==> src/rtl/pip_types.sv <==
package pip_types;

  localparam int data_width     = 32;
  localparam int reg_addr_width = 5;

  // Major opcodes, instr[31:26].
  typedef enum logic [5:0] {
    OPC_SPECIAL  = 6'h00,
    OPC_ADDIU    = 6'h09,
    OPC_SLTI     = 6'h0a,
    OPC_SLTIU    = 6'h0b,
    OPC_ANDI     = 6'h0c,
    OPC_ORI      = 6'h0d,
    OPC_XORI     = 6'h0e,
    OPC_LUI      = 6'h0f,
    OPC_SPECIAL3 = 6'h1f
  } opcode_t;

  // Function codes, instr[5:0]. SPECIAL shifts (0..7) are decoded as a group,
  // so the SPECIAL3 codes EXT and INS can share their values here.
  typedef enum logic [5:0] {
    FN_EXT   = 6'h00,
    FN_INS   = 6'h04,
    FN_MOVZ  = 6'h0a,
    FN_MOVN  = 6'h0b,
    FN_BSHFL = 6'h20,
    FN_ADDU  = 6'h21,
    FN_SUBU  = 6'h23,
    FN_AND   = 6'h24,
    FN_OR    = 6'h25,
    FN_XOR   = 6'h26,
    FN_NOR   = 6'h27,
    FN_SLT   = 6'h2a,
    FN_SLTU  = 6'h2b
  } funct_t;

  typedef enum logic [3:0] {
    OP_ADD,
    OP_SUB,
    OP_OR,
    OP_XOR,
    OP_NOR,
    OP_AND,
    OP_PASS_A,
    OP_PASS_B,
    OP_LUI,
    OP_MOVZ,
    OP_MOVN,
    OP_SEB,
    OP_SEH,
    OP_EXT,
    OP_INS
  } alu_op_t;

  typedef enum logic [1:0] {
    RES_ALU,
    RES_SHIFT,
    RES_SET
  } alu_res_t;

endpackage
==> src/rtl/ex_core.sv <==
`timescale 1ns/100ps

module ex_core (
  input  logic                                  clock,
  input  logic                                  arst_n,
  input  logic                                  instr_valid,
  input  logic [31:0]                           instr,
  output logic                                  commit_valid,
  output logic                                  commit_written,
  output logic [pip_types::reg_addr_width-1:0]  commit_reg,
  output logic [pip_types::data_width-1:0]      commit_data
);

  import pip_types::*;

  logic [reg_addr_width-1:0]     ra_addr;
  logic [reg_addr_width-1:0]     rb_addr;
  logic [data_width-1:0]         ra_data;
  logic [data_width-1:0]         rb_data;
  logic                          ex_valid;
  logic                          ex_dest_valid;
  logic [reg_addr_width-1:0]     ex_dest_reg;
  logic [data_width-1:0]         a_val;
  logic [data_width-1:0]         b_val;
  logic [data_width-1:0]         imm;
  logic                          imm_valid;
  logic [$clog2(data_width)-1:0] shamt;
  logic                          shamt_valid;
  logic                          shleft;
  logic                          sharith;
  logic                          shopsela;
  alu_op_t                       alu_op;
  alu_res_t                      alu_res_sel;
  logic                          alu_set_u;
  logic [data_width-1:0]         result;
  logic                          inval_dest_reg;
  logic                          rf_we;

  assign rf_we = ex_valid && ex_dest_valid && !inval_dest_reg;

  decode u_decode (
    .clock         (clock),
    .arst_n        (arst_n),
    .instr_valid   (instr_valid),
    .instr         (instr),
    .ra_addr       (ra_addr),
    .rb_addr       (rb_addr),
    .ra_data       (ra_data),
    .rb_data       (rb_data),
    .ex_result     (result),
    .ex_inval      (inval_dest_reg),
    .ex_valid      (ex_valid),
    .ex_dest_valid (ex_dest_valid),
    .ex_dest_reg   (ex_dest_reg),
    .a_val         (a_val),
    .b_val         (b_val),
    .imm           (imm),
    .imm_valid     (imm_valid),
    .shamt         (shamt),
    .shamt_valid   (shamt_valid),
    .shleft        (shleft),
    .sharith       (sharith),
    .shopsela      (shopsela),
    .alu_op        (alu_op),
    .alu_res_sel   (alu_res_sel),
    .alu_set_u     (alu_set_u)
  );

  regfile u_regfile (
    .clock   (clock),
    .arst_n  (arst_n),
    .ra_addr (ra_addr),
    .rb_addr (rb_addr),
    .ra_data (ra_data),
    .rb_data (rb_data),
    .we      (rf_we),
    .wr_addr (ex_dest_reg),
    .wr_data (result)
  );

  ex u_ex (
    .a_val          (a_val),
    .b_val          (b_val),
    .imm            (imm),
    .imm_valid      (imm_valid),
    .shamt          (shamt),
    .shamt_valid    (shamt_valid),
    .shleft         (shleft),
    .sharith        (sharith),
    .shopsela       (shopsela),
    .alu_op         (alu_op),
    .alu_res_sel    (alu_res_sel),
    .alu_set_u      (alu_set_u),
    .result         (result),
    .inval_dest_reg (inval_dest_reg)
  );

  always_ff @(posedge clock or negedge arst_n) begin
    if (!arst_n) begin
      commit_valid   <= 1'b0;
      commit_written <= 1'b0;
    end else begin
      commit_valid   <= ex_valid;
      commit_written <= rf_we;
    end
  end

  always_ff @(posedge clock) begin
    if (ex_valid) begin
      commit_reg  <= ex_dest_reg;
      commit_data <= result;
    end
  end

  // Fixed two-edge latency from strobe to commit.
  chk_latency: assert property (
    @(posedge clock) disable iff (!arst_n) instr_valid |-> ##2 commit_valid
  ) else $error("ex_core: strobe not committed two cycles later");

endmodule

==> src/rtl/regfile.sv <==
`timescale 1ns/100ps

module regfile (
  input  logic                                  clock,
  input  logic                                  arst_n,
  input  logic [pip_types::reg_addr_width-1:0]  ra_addr,
  input  logic [pip_types::reg_addr_width-1:0]  rb_addr,
  output logic [pip_types::data_width-1:0]      ra_data,
  output logic [pip_types::data_width-1:0]      rb_data,
  input  logic                                  we,
  input  logic [pip_types::reg_addr_width-1:0]  wr_addr,
  input  logic [pip_types::data_width-1:0]      wr_data
);

  import pip_types::*;

  logic [data_width-1:0] regs [1:2**reg_addr_width-1]; // No storage for r0.

  always_ff @(posedge clock or negedge arst_n) begin
    if (!arst_n) begin
      for (int i = 1; i < 2**reg_addr_width; i++) begin
        regs[i] <= '0;
      end
    end else if (we && wr_addr != '0) begin
      regs[wr_addr] <= wr_data;
    end
  end

  assign ra_data = (ra_addr == '0) ? '0 : regs[ra_addr];
  assign rb_data = (rb_addr == '0) ? '0 : regs[rb_addr];

  // Decode drops r0 as a destination, so no write should target it.
  chk_no_r0_write: assert property (
    @(posedge clock) disable iff (!arst_n) !(we && wr_addr == '0)
  ) else $error("regfile: write enable with register 0 as target");

endmodule

==> src/rtl/decode.sv <==
`timescale 1ns/100ps

module decode (
  input  logic                                      clock,
  input  logic                                      arst_n,
  input  logic                                      instr_valid,
  input  logic [31:0]                               instr,
  output logic [pip_types::reg_addr_width-1:0]      ra_addr,
  output logic [pip_types::reg_addr_width-1:0]      rb_addr,
  input  logic [pip_types::data_width-1:0]          ra_data,
  input  logic [pip_types::data_width-1:0]          rb_data,
  input  logic [pip_types::data_width-1:0]          ex_result,
  input  logic                                      ex_inval,
  output logic                                      ex_valid,
  output logic                                      ex_dest_valid,
  output logic [pip_types::reg_addr_width-1:0]      ex_dest_reg,
  output logic [pip_types::data_width-1:0]          a_val,
  output logic [pip_types::data_width-1:0]          b_val,
  output logic [pip_types::data_width-1:0]          imm,
  output logic                                      imm_valid,
  output logic [$clog2(pip_types::data_width)-1:0]  shamt,
  output logic                                      shamt_valid,
  output logic                                      shleft,
  output logic                                      sharith,
  output logic                                      shopsela,
  output pip_types::alu_op_t                        alu_op,
  output pip_types::alu_res_t                       alu_res_sel,
  output logic                                      alu_set_u
);

  import pip_types::*;

  opcode_t                   opcode;
  funct_t                    funct;
  logic [reg_addr_width-1:0] rs;
  logic [reg_addr_width-1:0] rt;
  logic [reg_addr_width-1:0] rd;
  logic [4:0]                sa;
  logic [15:0]               imm16;
  logic                      fwd_ok;
  logic [data_width-1:0]     a_fwd;
  logic [data_width-1:0]     b_fwd;
  logic                      legal;
  logic [reg_addr_width-1:0] d_dest_reg;
  logic [data_width-1:0]     d_imm;
  logic                      d_imm_valid;
  logic                      d_shamt_valid;
  logic                      d_shleft;
  logic                      d_sharith;
  logic                      d_shopsela;
  alu_op_t                   d_alu_op;
  alu_res_t                  d_alu_res_sel;
  logic                      d_alu_set_u;

  assign opcode = opcode_t'(instr[31:26]);
  assign funct  = funct_t'(instr[5:0]);
  assign rs     = instr[25:21];
  assign rt     = instr[20:16];
  assign rd     = instr[15:11];
  assign sa     = instr[10:6];
  assign imm16  = instr[15:0];

  assign ra_addr = rs;
  assign rb_addr = rt;

  // Bypass the result of the instruction now in ex.
  assign fwd_ok = ex_valid && ex_dest_valid && !ex_inval;
  assign a_fwd  = (fwd_ok && rs == ex_dest_reg) ? ex_result : ra_data;
  assign b_fwd  = (fwd_ok && rt == ex_dest_reg) ? ex_result : rb_data;

  always_comb begin
    legal         = 1'b1;
    d_dest_reg    = rd;
    d_imm         = {{(data_width-16){imm16[15]}}, imm16};
    d_imm_valid   = 1'b0;
    d_shamt_valid = 1'b1;
    d_shleft      = 1'b0;
    d_sharith     = 1'b0;
    d_shopsela    = 1'b0;
    d_alu_op      = OP_PASS_A;
    d_alu_res_sel = RES_ALU;
    d_alu_set_u   = 1'b0;
    case (opcode)
      OPC_SPECIAL: begin
        if (instr[5:3] == 3'b000) begin
          d_alu_res_sel = RES_SHIFT; // SLL, SRL, SRA and variable forms.
          d_shamt_valid = !instr[2];
          d_shleft      = (instr[1:0] == 2'b00);
          d_sharith     = (instr[1:0] == 2'b11);
          legal         = (instr[1:0] != 2'b01);
        end else begin
          case (funct)
            FN_ADDU: d_alu_op = OP_ADD;
            FN_SUBU: d_alu_op = OP_SUB;
            FN_AND:  d_alu_op = OP_AND;
            FN_OR:   d_alu_op = OP_OR;
            FN_XOR:  d_alu_op = OP_XOR;
            FN_NOR:  d_alu_op = OP_NOR;
            FN_MOVZ: d_alu_op = OP_MOVZ;
            FN_MOVN: d_alu_op = OP_MOVN;
            FN_SLT, FN_SLTU: begin
              d_alu_op      = OP_SUB;
              d_alu_res_sel = RES_SET;
              d_alu_set_u   = (funct == FN_SLTU);
            end
            default: legal = 1'b0;
          endcase
        end
      end
      OPC_ADDIU, OPC_SLTI, OPC_SLTIU: begin
        d_dest_reg    = rt;
        d_imm_valid   = 1'b1;
        d_alu_op      = (opcode == OPC_ADDIU) ? OP_ADD : OP_SUB;
        d_alu_res_sel = (opcode == OPC_ADDIU) ? RES_ALU : RES_SET;
        d_alu_set_u   = (opcode == OPC_SLTIU);
      end
      OPC_ANDI, OPC_ORI, OPC_XORI, OPC_LUI: begin
        d_dest_reg  = rt;
        d_imm       = {{(data_width-16){1'b0}}, imm16};
        d_imm_valid = 1'b1;
        case (opcode)
          OPC_ANDI: d_alu_op = OP_AND;
          OPC_ORI:  d_alu_op = OP_OR;
          OPC_XORI: d_alu_op = OP_XOR;
          default:  d_alu_op = OP_LUI;
        endcase
      end
      OPC_SPECIAL3: begin
        d_dest_reg = rt;
        d_imm      = {{(data_width-16){1'b0}}, imm16}; // Raw msb and lsb fields.
        case (funct)
          FN_EXT: begin
            d_shopsela = 1'b1;
            d_alu_op   = OP_EXT;
          end
          FN_INS: begin
            d_shopsela = 1'b1;
            d_shleft   = 1'b1;
            d_alu_op   = OP_INS;
          end
          FN_BSHFL: begin
            d_dest_reg = rd;
            if (sa == 5'h10) begin
              d_alu_op = OP_SEB;
            end else if (sa == 5'h18) begin
              d_alu_op = OP_SEH;
            end else begin
              legal = 1'b0;
            end
          end
          default: legal = 1'b0;
        endcase
      end
      default: legal = 1'b0;
    endcase
    // Unsupported words pass a zero immediate through.
    if (!legal) begin
      d_imm         = '0;
      d_imm_valid   = 1'b1;
      d_alu_op      = OP_PASS_B;
      d_alu_res_sel = RES_ALU;
    end
  end

  always_ff @(posedge clock or negedge arst_n) begin
    if (!arst_n) begin
      ex_valid      <= 1'b0;
      ex_dest_valid <= 1'b0;
      ex_dest_reg   <= '0;
      imm_valid     <= 1'b0;
      shamt_valid   <= 1'b0;
      shleft        <= 1'b0;
      sharith       <= 1'b0;
      shopsela      <= 1'b0;
      alu_op        <= OP_ADD;
      alu_res_sel   <= RES_ALU;
      alu_set_u     <= 1'b0;
    end else begin
      ex_valid <= instr_valid;
      if (instr_valid) begin
        ex_dest_valid <= legal && (d_dest_reg != '0);
        ex_dest_reg   <= d_dest_reg;
        imm_valid     <= d_imm_valid;
        shamt_valid   <= d_shamt_valid;
        shleft        <= d_shleft;
        sharith       <= d_sharith;
        shopsela      <= d_shopsela;
        alu_op        <= d_alu_op;
        alu_res_sel   <= d_alu_res_sel;
        alu_set_u     <= d_alu_set_u;
      end
    end
  end

  always_ff @(posedge clock) begin
    if (instr_valid) begin
      a_val <= a_fwd;
      b_val <= b_fwd;
      imm   <= d_imm;
      shamt <= sa;
    end
  end

endmodule

==> src/rtl/ex.sv <==
`timescale 1ns/100ps

module ex (
  input  logic [pip_types::data_width-1:0]          a_val,
  input  logic [pip_types::data_width-1:0]          b_val,
  input  logic [pip_types::data_width-1:0]          imm,
  input  logic                                      imm_valid,
  input  logic [$clog2(pip_types::data_width)-1:0]  shamt,
  input  logic                                      shamt_valid,
  input  logic                                      shleft,
  input  logic                                      sharith,
  input  logic                                      shopsela,
  input  pip_types::alu_op_t                        alu_op,
  input  pip_types::alu_res_t                       alu_res_sel,
  input  logic                                      alu_set_u,
  output logic [pip_types::data_width-1:0]          result,
  output logic                                      inval_dest_reg
);

  import pip_types::*;

  logic [data_width-1:0]         b_op;
  logic [$clog2(data_width)-1:0] shift_amt;
  logic [data_width-1:0]         shift_in;
  logic [data_width-1:0]         shift_res;
  logic [data_width-1:0]         diff;
  logic                          borrow;
  logic                          less;
  logic [4:0]                    fld_lsb;
  logic [4:0]                    fld_msb;
  logic [data_width-1:0]         low_mask;
  logic [data_width-1:0]         ins_mask;
  logic [data_width-1:0]         alu_res;

  assign b_op      = imm_valid ? imm : b_val;
  assign shift_amt = shamt_valid ? shamt : a_val[$clog2(data_width)-1:0];
  assign shift_in  = shopsela ? a_val : b_op;

  assign {borrow, diff} = {1'b0, a_val} - {1'b0, b_op}; // Borrow set when A < B unsigned.

  always_comb begin
    if (alu_set_u) begin
      less = borrow;
    end else if (a_val[data_width-1] != b_op[data_width-1]) begin
      less = a_val[data_width-1]; // Signs differ, the negative one is smaller.
    end else begin
      less = diff[data_width-1];
    end
  end

  // Field masks for EXT and INS. msb field is size-1 for EXT, msb for INS.
  assign fld_lsb  = imm[10:6];
  assign fld_msb  = imm[15:11];
  assign low_mask = {data_width{1'b1}} >> (5'd31 - fld_msb);
  assign ins_mask = low_mask & ({data_width{1'b1}} << fld_lsb);

  always_comb begin
    case (alu_op)
      OP_ADD:    alu_res = a_val + b_op;
      OP_SUB:    alu_res = diff;
      OP_OR:     alu_res = a_val | b_op;
      OP_XOR:    alu_res = a_val ^ b_op;
      OP_NOR:    alu_res = ~(a_val | b_op);
      OP_AND:    alu_res = a_val & b_op;
      OP_PASS_A: alu_res = a_val;
      OP_PASS_B: alu_res = b_op;
      OP_LUI:    alu_res = b_op << 16;
      OP_MOVZ:   alu_res = a_val;
      OP_MOVN:   alu_res = a_val;
      OP_SEB:    alu_res = {{(data_width-8){b_op[7]}}, b_op[7:0]};
      OP_SEH:    alu_res = {{(data_width-16){b_op[15]}}, b_op[15:0]};
      OP_EXT:    alu_res = shift_res & low_mask; // rs >> lsb, size bits kept.
      OP_INS:    alu_res = (shift_res & ins_mask) | (b_val & ~ins_mask); // Merge into rt.
      default:   alu_res = '0;
    endcase
  end

  always_comb begin
    case (alu_res_sel)
      RES_SHIFT: result = shift_res;
      RES_SET:   result = {{(data_width-1){1'b0}}, less};
      default:   result = alu_res;
    endcase
  end

  // MOVZ writes only on rt zero, MOVN only on rt nonzero.
  assign inval_dest_reg = (alu_op == OP_MOVZ) ? (b_val != '0) :
                          (alu_op == OP_MOVN) ? (b_val == '0) : 1'b0;

  shifter #(
    .data_width  (data_width),
    .shamt_width ($clog2(data_width))
  ) u_shifter (
    .din     (shift_in),
    .shamt   (shift_amt),
    .shleft  (shleft),
    .sharith (sharith),
    .dout    (shift_res)
  );

  chk_res_sel: assert final (!$isunknown(alu_res_sel))
    else $error("ex: result select is unknown");

endmodule

==> src/rtl/shifter.sv <==
`timescale 1ns/100ps

module shifter #(
  parameter int data_width  = 32,
  parameter int shamt_width = 5
) (
  input  logic [data_width-1:0]  din,
  input  logic [shamt_width-1:0] shamt,
  input  logic                   shleft,
  input  logic                   sharith,
  output logic [data_width-1:0]  dout
);

  logic [data_width-1:0] rev_in;
  logic [data_width-1:0] rev_out;
  logic [data_width-1:0] stage [shamt_width+1];
  logic                  fill;

  // Left shifts run through the right shifter on a bit-reversed word.
  always_comb begin
    for (int i = 0; i < data_width; i++) begin
      rev_in[i]  = din[data_width-1-i];
      rev_out[i] = stage[shamt_width][data_width-1-i];
    end
  end

  assign fill     = sharith & ~shleft & din[data_width-1]; // Sign fill for SRA.
  assign stage[0] = shleft ? rev_in : din;

  for (genvar s = 0; s < shamt_width; s++) begin : g_stage
    assign stage[s+1] = shamt[s] ? {{(2**s){fill}}, stage[s][data_width-1:2**s]}
                                 : stage[s];
  end

  assign dout = shleft ? rev_out : stage[shamt_width];

  chk_dir: assert final (!(shleft && sharith))
    else $error("shifter: left and arithmetic shift requested together");

endmodule

==> config.mk <==
export PLATFORM = sky130hd
export DESIGN_NAME = ex_core
export DESIGN_NICKNAME = d
export VERILOG_FILES = /design/src/rtl/pip_types.sv /design/src/rtl/ex_core.sv /design/src/rtl/regfile.sv /design/src/rtl/decode.sv /design/src/rtl/ex.sv /design/src/rtl/shifter.sv
export SDC_FILE = /design/constraint.sdc
export NUM_CORES = 2
export LEC_CHECK = 0
export ABC_AREA = 1
export BUFFER_PORTS_ARGS = -buffer_cell sky130_fd_sc_hd__buf_2
export CAP_MARGIN = 20
export CORE_MARGIN = 3
export CORE_UTILIZATION = 30
export DETAILED_ROUTE_END_ITERATION = 16
export GPL_ROUTABILITY_DRIVEN = 1
export PLACE_DENSITY = 0.47
export SYNTH_ARGS = -nofsm -noshare
export SYNTH_HDL_FRONTEND = slang
export SYNTH_HIERARCHICAL = 1
export SYNTH_SLANG_ARGS = --single-unit
==> constraint.sdc <==
create_clock -name clock -period 11.2 [get_ports clock]
set_clock_uncertainty 0.1 [all_clocks]
set_input_delay 1.68 -clock clock [delete_from_list [all_inputs] [get_ports clock]]
set_output_delay 1.68 -clock clock [all_outputs]
set_load 0.05 [all_outputs]
# [Yosys cells after proc, flatten, opt, wreduce, memory -nomap -nowiden]
# Index checks and enable logic that the tools add are counted.
[classes] add_sub_neg=3 n_eq_ne=43 bitwise=17 muxes=65 n_lt_le_gt_ge=4 reduce_logical=29 shift=2
[op_table] operator="992-bit bitwise mux" n=1
[op_table] operator="32-bit 2-to-1 mux" n=18
[op_table] operator="32-bit one-hot mux with 13 select lines" n=1
[op_table] operator="32-bit binary-select mux with 5-bit select" n=2
[op_table] operator="32-bit AND" n=5
[op_table] operator="32-bit demux with 5-bit select" n=1
[op_table] operator="32-bit NOT" n=2
[op_table] operator="32-bit bitwise OR" n=2
[op_table] operator="32-bit one-hot mux with 2 select lines" n=1
[op_table] operator="6-bit by 4-bit equality test with 1-bit output (second input constant)" n=9
[op_table] operator="6-bit equality test (second input constant)" n=9
[op_table] operator="32-bit by 32-bit subtractor with 33-bit output" n=1
[op_table] operator="32-bit adder" n=1
[op_table] operator="32-bit logical NOT" n=1
[op_table] operator="4-bit one-hot mux with 8 select lines" n=1
[op_table] operator="32-bit nonzero test" n=1
[op_table] operator="32-bit by 5-bit left shift with 32-bit output (first input constant)" n=1
[op_table] operator="32-bit by 5-bit >> shifter with 32-bit output (first input constant)" n=1
[op_table] operator="32-bit bitwise XOR" n=1
[op_table] operator="4-bit equality test (second input constant)" n=7
[op_table] operator="4-bit one-hot mux with 3 select lines" n=2
[op_table] operator="1-bit 2-to-1 mux" n=21
[op_table] operator="6-bit greater-or-equal comparator (second input constant)" n=3
[op_table] operator="5-bit NOT with 6-bit output" n=3
[op_table] operator="37 further kinds" n=68
[word_totals] output_inout_bits=39 ff_bits=1136 elab_cells=214 inputBits=35

# [Longest topological paths before layout]
[logic_depth] word_depth=14 ltp_mapped=29 mapped_depth_nobuf=26

# [By module]
# The synthesis kept the hierarchy.
[by_module_without_submodules] module="regfile" seq_area_each_um2=24823.8 n_inst=1 area_each_um2=58324.7 cells_each=9221
[by_module_without_submodules] module="ex" seq_area_each_um2=0.0 n_inst=1 area_each_um2=10182.3 cells_each=2085
[by_module_without_submodules] module="decode" seq_area_each_um2=3057.9 n_inst=1 area_each_um2=5268.8 cells_each=578
[by_module_without_submodules] module="shifter" seq_area_each_um2=0.0 n_inst=1 area_each_um2=2631.3 cells_each=557
[by_module_without_submodules] module="ex_core" seq_area_each_um2=1161.1 n_inst=1 area_each_um2=1171.1 cells_each=41

# [Worst setup path before layout]
# Ideal clock, no wire load.
[synth_timing] kind="reg2reg" startpoint="reg u_decode.imm_valid" endpoint="reg u_regfile/regs[639] in the netlist's numbering" synth_period_minus_slack_ps=4290 setup_ps=133 required_time_ps=10967 slack_ps=6910 arrival_time_ps=4056 path_stages_with_launch=29 path_buffers=4 path_cell_list="dfrtp_1 -> buf_4 -> buf_6 -> o21ai_1 -> inv_1 -> ha_1 -> clkbuf_2 -> inv_1 -> nand2_1 -> nand2_1 -> inv_1 -> nand3_1 -> nand2_1 -> nand3_1 -> nand2_1 -> nand2_1 -> nand2_1 -> a21oi_1 -> or2_1 -> fa_1 -> a221oi_2 -> nand3_1 -> nor2_1 -> nand2_1 -> nand2_1 -> nand2_1 -> inv_1 -> clkbuf_1 -> o21ai_0"
[synth_via] elab_chain_cells=14 word_cells_on_any_way=22 classes_between="add/sub: 2; mux: 12; bitwise: 8"
[synth_rtl] element="start, declared" line="decode.sv:20" text="output logic imm_valid,"
[synth_rtl] element="start signal, assigned" line="decode.sv:183" text="imm_valid <= d_imm_valid;"
[synth_rtl] element="32-bit 2-to-1 mux (*)" line="ex.sv:35" text="assign b_op = imm_valid ? imm : b_val;"
[synth_rtl] element="32-bit 2-to-1 mux" line="ex.sv:37" text="assign shift_in = shopsela ? a_val : b_op;"
[synth_rtl] element="32-bit 2-to-1 mux or 1-bit AND (tied branches)" line="shifter.sv:28, shifter.sv:27"
[synth_rtl] element="32-bit 2-to-1 mux (5 in series)" line="shifter.sv:31" text="assign stage[s+1] = shamt[s] ? {{(2**s){fill}}, stage[s][data_width-1:2**s]}"
[synth_rtl] element="32-bit 2-to-1 mux" line="shifter.sv:35" text="assign dout = shleft ? rev_out : stage[shamt_width];"
[synth_rtl] element="32-bit AND" line="ex.sv:73" text="OP_INS: alu_res = (shift_res & ins_mask) | (b_val & ~ins_mask);"
[synth_rtl] element="32-bit bitwise OR" line="ex.sv:73"
[synth_rtl] element="32-bit one-hot mux with 13 select lines" line="ex.sv:58" text="case (alu_op)"
[synth_rtl] element="32-bit one-hot mux with 2 select lines (*)" line="ex.sv:79" text="case (alu_res_sel)"
[synth_rtl] element="via result[31]" line="ex_core.sv:35" text="logic [data_width-1:0] result;"
[synth_rtl] element="992-bit bitwise mux (*)" line="regfile.sv:25" text="regs[wr_addr] <= wr_data;"
[synth_rtl] element="end signal, assigned by index" line="regfile.sv:25"
[synth_rtl] element="end, declared" line="regfile.sv:17" text="logic [data_width-1:0] regs [1:2**reg_addr_width-1];"
# Mark *: on every way through the listed nets, which the timed path passes. The rest lies on a longest branch.
# A chain may end at the register's enable or synchronous reset.

# [Worst setup path in the final report]
# Ends and elaborated chain as after synthesis.

==> flow_summary.yaml <==
drt:
  via_count: 82100
  drc: 0
  wl_per_cell_um: 25.2
  firstDrtPassIters: 6
  vias_per_cell: 5.26
  drtIter0Drc: 9765
  drt-total-wl_um: 394000
  ant_nets: 0
sta:
  max_freq_mhz: 148
  worst_slew_pin_slew_ns: 1.17
  fin_setup_tns_ns: 0
  min_period_ns: 6.78
  finalCritPeriodShare: 0.605
  hold_viol: 0
  maxSlewHeadroom: 0.211
  slew_viol_final: 0
  rsz0062_at_grt: "false"
  setup_viol_count_final: 0
clocking:
  insertion_delay_ns: 0.82
  ctsHoldBuffers: 0
  numCtsBuffers: 144
  ctsResizeCount: 0
  cts_tree: "done"
  cts_root_buf: "clkbuf_16"
  htree_num_levels: 4
  clock_path_buffers: 3
  clk_pin_slew_ns: 0.06
  cts_sinks: 1136
  post_cts_buffers: 0
synth:
  synth_area_leaders: "dfrtp_1, nand2_1, nand3_1"
  synth_seq_area_share: 0.374
  synth_adder_area_share: 0.0180
  synthCells: 12500
  ys_warn_count: 6
  synthArstFlopShare: 0.892
  synth.net_count: 12600
  synth_area_leader_cell: "dfrtp_1"
  synth_top_area_share: 0.327
  synthesis.area_um2: 77600
  synth.distinct_cells: 59
  synth_edf_count: 123
  syn_area_per_cell_um2: 6.22
  synth_top_family_by_area: "simple AND/OR/NAND/NOR gates"
  ys.flop_type: "dfrtp_1"
  synthXorXnorAreaFrac: 0.000677
  ys_ff_latch: 1136
  synth_mux_area_frac: 0
  synthSimpleGateAreaFrac: 0.407
  synth_compound_area_frac: 0.0847
setup_path:
  required_ns: 11.73
  max_stage_delay_ns: 0.96
  reg2reg_from: "u_decode/imm_valid"
  rrSetupSlack_ns: 4.42
  r2r_cells: 25
  criticalPathCategory: "reg2reg"
  crit_fanout: 51
  cpMostUsedCell: "nand2_1"
  crit_path_start_kind: "flop"
  cp.arrival_ns: 7.31
  crit_slowest_cell: "o21ai_1"
  crit_path_end_kind: "flop"
  r2r-end: "u_regfile/regs[639]"
placed_design:
  dpl_cell_area_um2: 80700
  port_buffers: 73
  place_congestion: 1.02
  dp_hpwl_um: 252000
  placed_cells: 15300
layout:
  final_area_um2: 85400
  area_growth_pct: 10.1
  multi_input_area_um2: 39800
  regArea_um2: 29000
  fin_cells: 15600
  layout_commonest_cell: "nand2_1"
  fin_nets: 12200
  regMostFlops: "u_regfile/regs"
  layout_common_cells: "nand2_1, nand3_1, inv_1, dfrtp_1, o21ai_0"
  final_util: 0.332
  final_layout_size_suffix_gt1_frac: 0.0553
  largest_reg_flops: 992
  nFillCells: 28100
power_and_ir_drop:
  cellPowerDensity_nw_per_um2: 148
  p_total_w: 0.0127
  leakagePower_nw: 43.0
  ir_drop_mv: 0.101
hold_path:
  hp-class: "reg2reg"
  hold_depth: 2
  holdPathEnd: "u_regfile/regs[535]"
  min_from: "u_regfile/regs[535]"
global_route:
  grt_pass1_wl_um: 563000
  grt.total_usage: 0.290
  grt_max_degree: 146
  grt.overflow.total: 0
  grt_pass1_vias: 76700
  antenna_found_initial: 13
floorplanning:
  core_area_um2: 257000
  die_x_um: 515
  pin_count: 74
  row_count: 186
  dieArea_um2: 265000
  initial_core_util: 0.302
  dieHeight_um: 515
job:
  maxCapViolCount: 0
status:
  outcome: "complete, no violations"
-- routing by layer --
layer | GRT usage | vias to the layer above | routed length (um)
li1 | - | 38100 | -
met1 | 0.388 | 39400 | 167000
met2 | 0.459 | 3926 | 175000
met3 | 0.0412 | 721 | 30400
met4 | 0.137 | 2 | 21100
met5 | 0 | - | 11
-- power by group --
| part | switching [W] | leakage, nW | internal [W] |
|---|---|---|---|
| clock | 0.00200 | 2.34 | 0.00278 |
| sequential | 0.000267 | 15.2 | 0.00449 |
| combinational | 0.00239 | 25.4 | 0.000724 |
-- worst max-delay path by stage --
stage,slack (ns),startpoint,to
detailed placement,4.49,u_decode/imm_valid,u_regfile/regs[639]
floorplan,6.91,u_decode/imm_valid,u_regfile/regs[639]
CTS,4.45,u_decode/imm_valid,u_regfile/regs[639]
finish,4.42,u_decode/imm_valid,u_regfile/regs[639]
global route,3.86,u_decode/imm_valid,u_regfile/regs[639]
global placement,4.42,u_decode/imm_valid,u_regfile/regs[863]
-- per-stage QoR --
step           setup WS, ns  hold slack [ns]
2_1_floorplan          6.91            0.342
6_report               4.42            0.368
4_1_cts                4.45            0.373
3_5_place_dp           4.49            0.358
5_1_grt                3.86            0.386
3_3_place_gp           4.42            0.353
-- logic make-up after synthesis --
group | after synthesis
AO/OA/AOI/OAI | 1262
adder cells (fa/ha/maj) | 110
buffers and inverters | 2258
AND/OR/NAND/NOR | 7710
flip-flops | 1136
XOR/XNOR | 6
-- area by class of cell --
| cell class | instances | share of cell area |
|---|---|---|
| multi-input cells | 9088 | 0.466 |
| flip-flops and latches | 1136 | 0.340 |
| inverters | 1453 | 0.0643 |
| clock buffers | 221 | 0.0502 |
| well taps | 3384 | 0.0496 |
| repair buffers | 276 | 0.0247 |
| clock inverters | 41 | 0.00545 |
| diodes | 5 | 0.000146 |
-- Yosys cell counts, types with 4 or more instances --
master     instances
a211oi_1           5
a21oi_1          343
a21oi_2            4
a31oi_1            6
and2_1             4
buf_1             62
buf_2            167
buf_4             37
buf_6             14
clkbuf_1         519
clkbuf_2           4
dfrtp_1         1013
edfxtp_1         123
ha_1             107
inv_1           1420
inv_2             29
nand2_1         5578
nand2_2           19
nand2_4            7
nand3_1         1634
nand3_2           15
nand3b_1           6
nand4_1           34
nor2_1           327
nor2_2            24
nor2_4             7
nor3_1            32
nor3b_1            4
nor4_1            11
o2111ai_1          4
o211ai_1           8
o21a_1             4
o21ai_0          751
o21ai_1           73
o21ai_2            6
o21bai_1          10
o22ai_1           31
xor2_1             6
-- worst max-delay path, delay by kind of cell (launching register included) --
kind                     cells  cell delay, ns
AO/OA/AOI/OAI                4            1.52
flip-flops                   1            0.49
AND/OR/NAND/NOR             14            2.13
adder cells (fa/ha/maj)      2            0.98
buffers and inverters        5            1.30
Power figures use the tool's default switching activity.
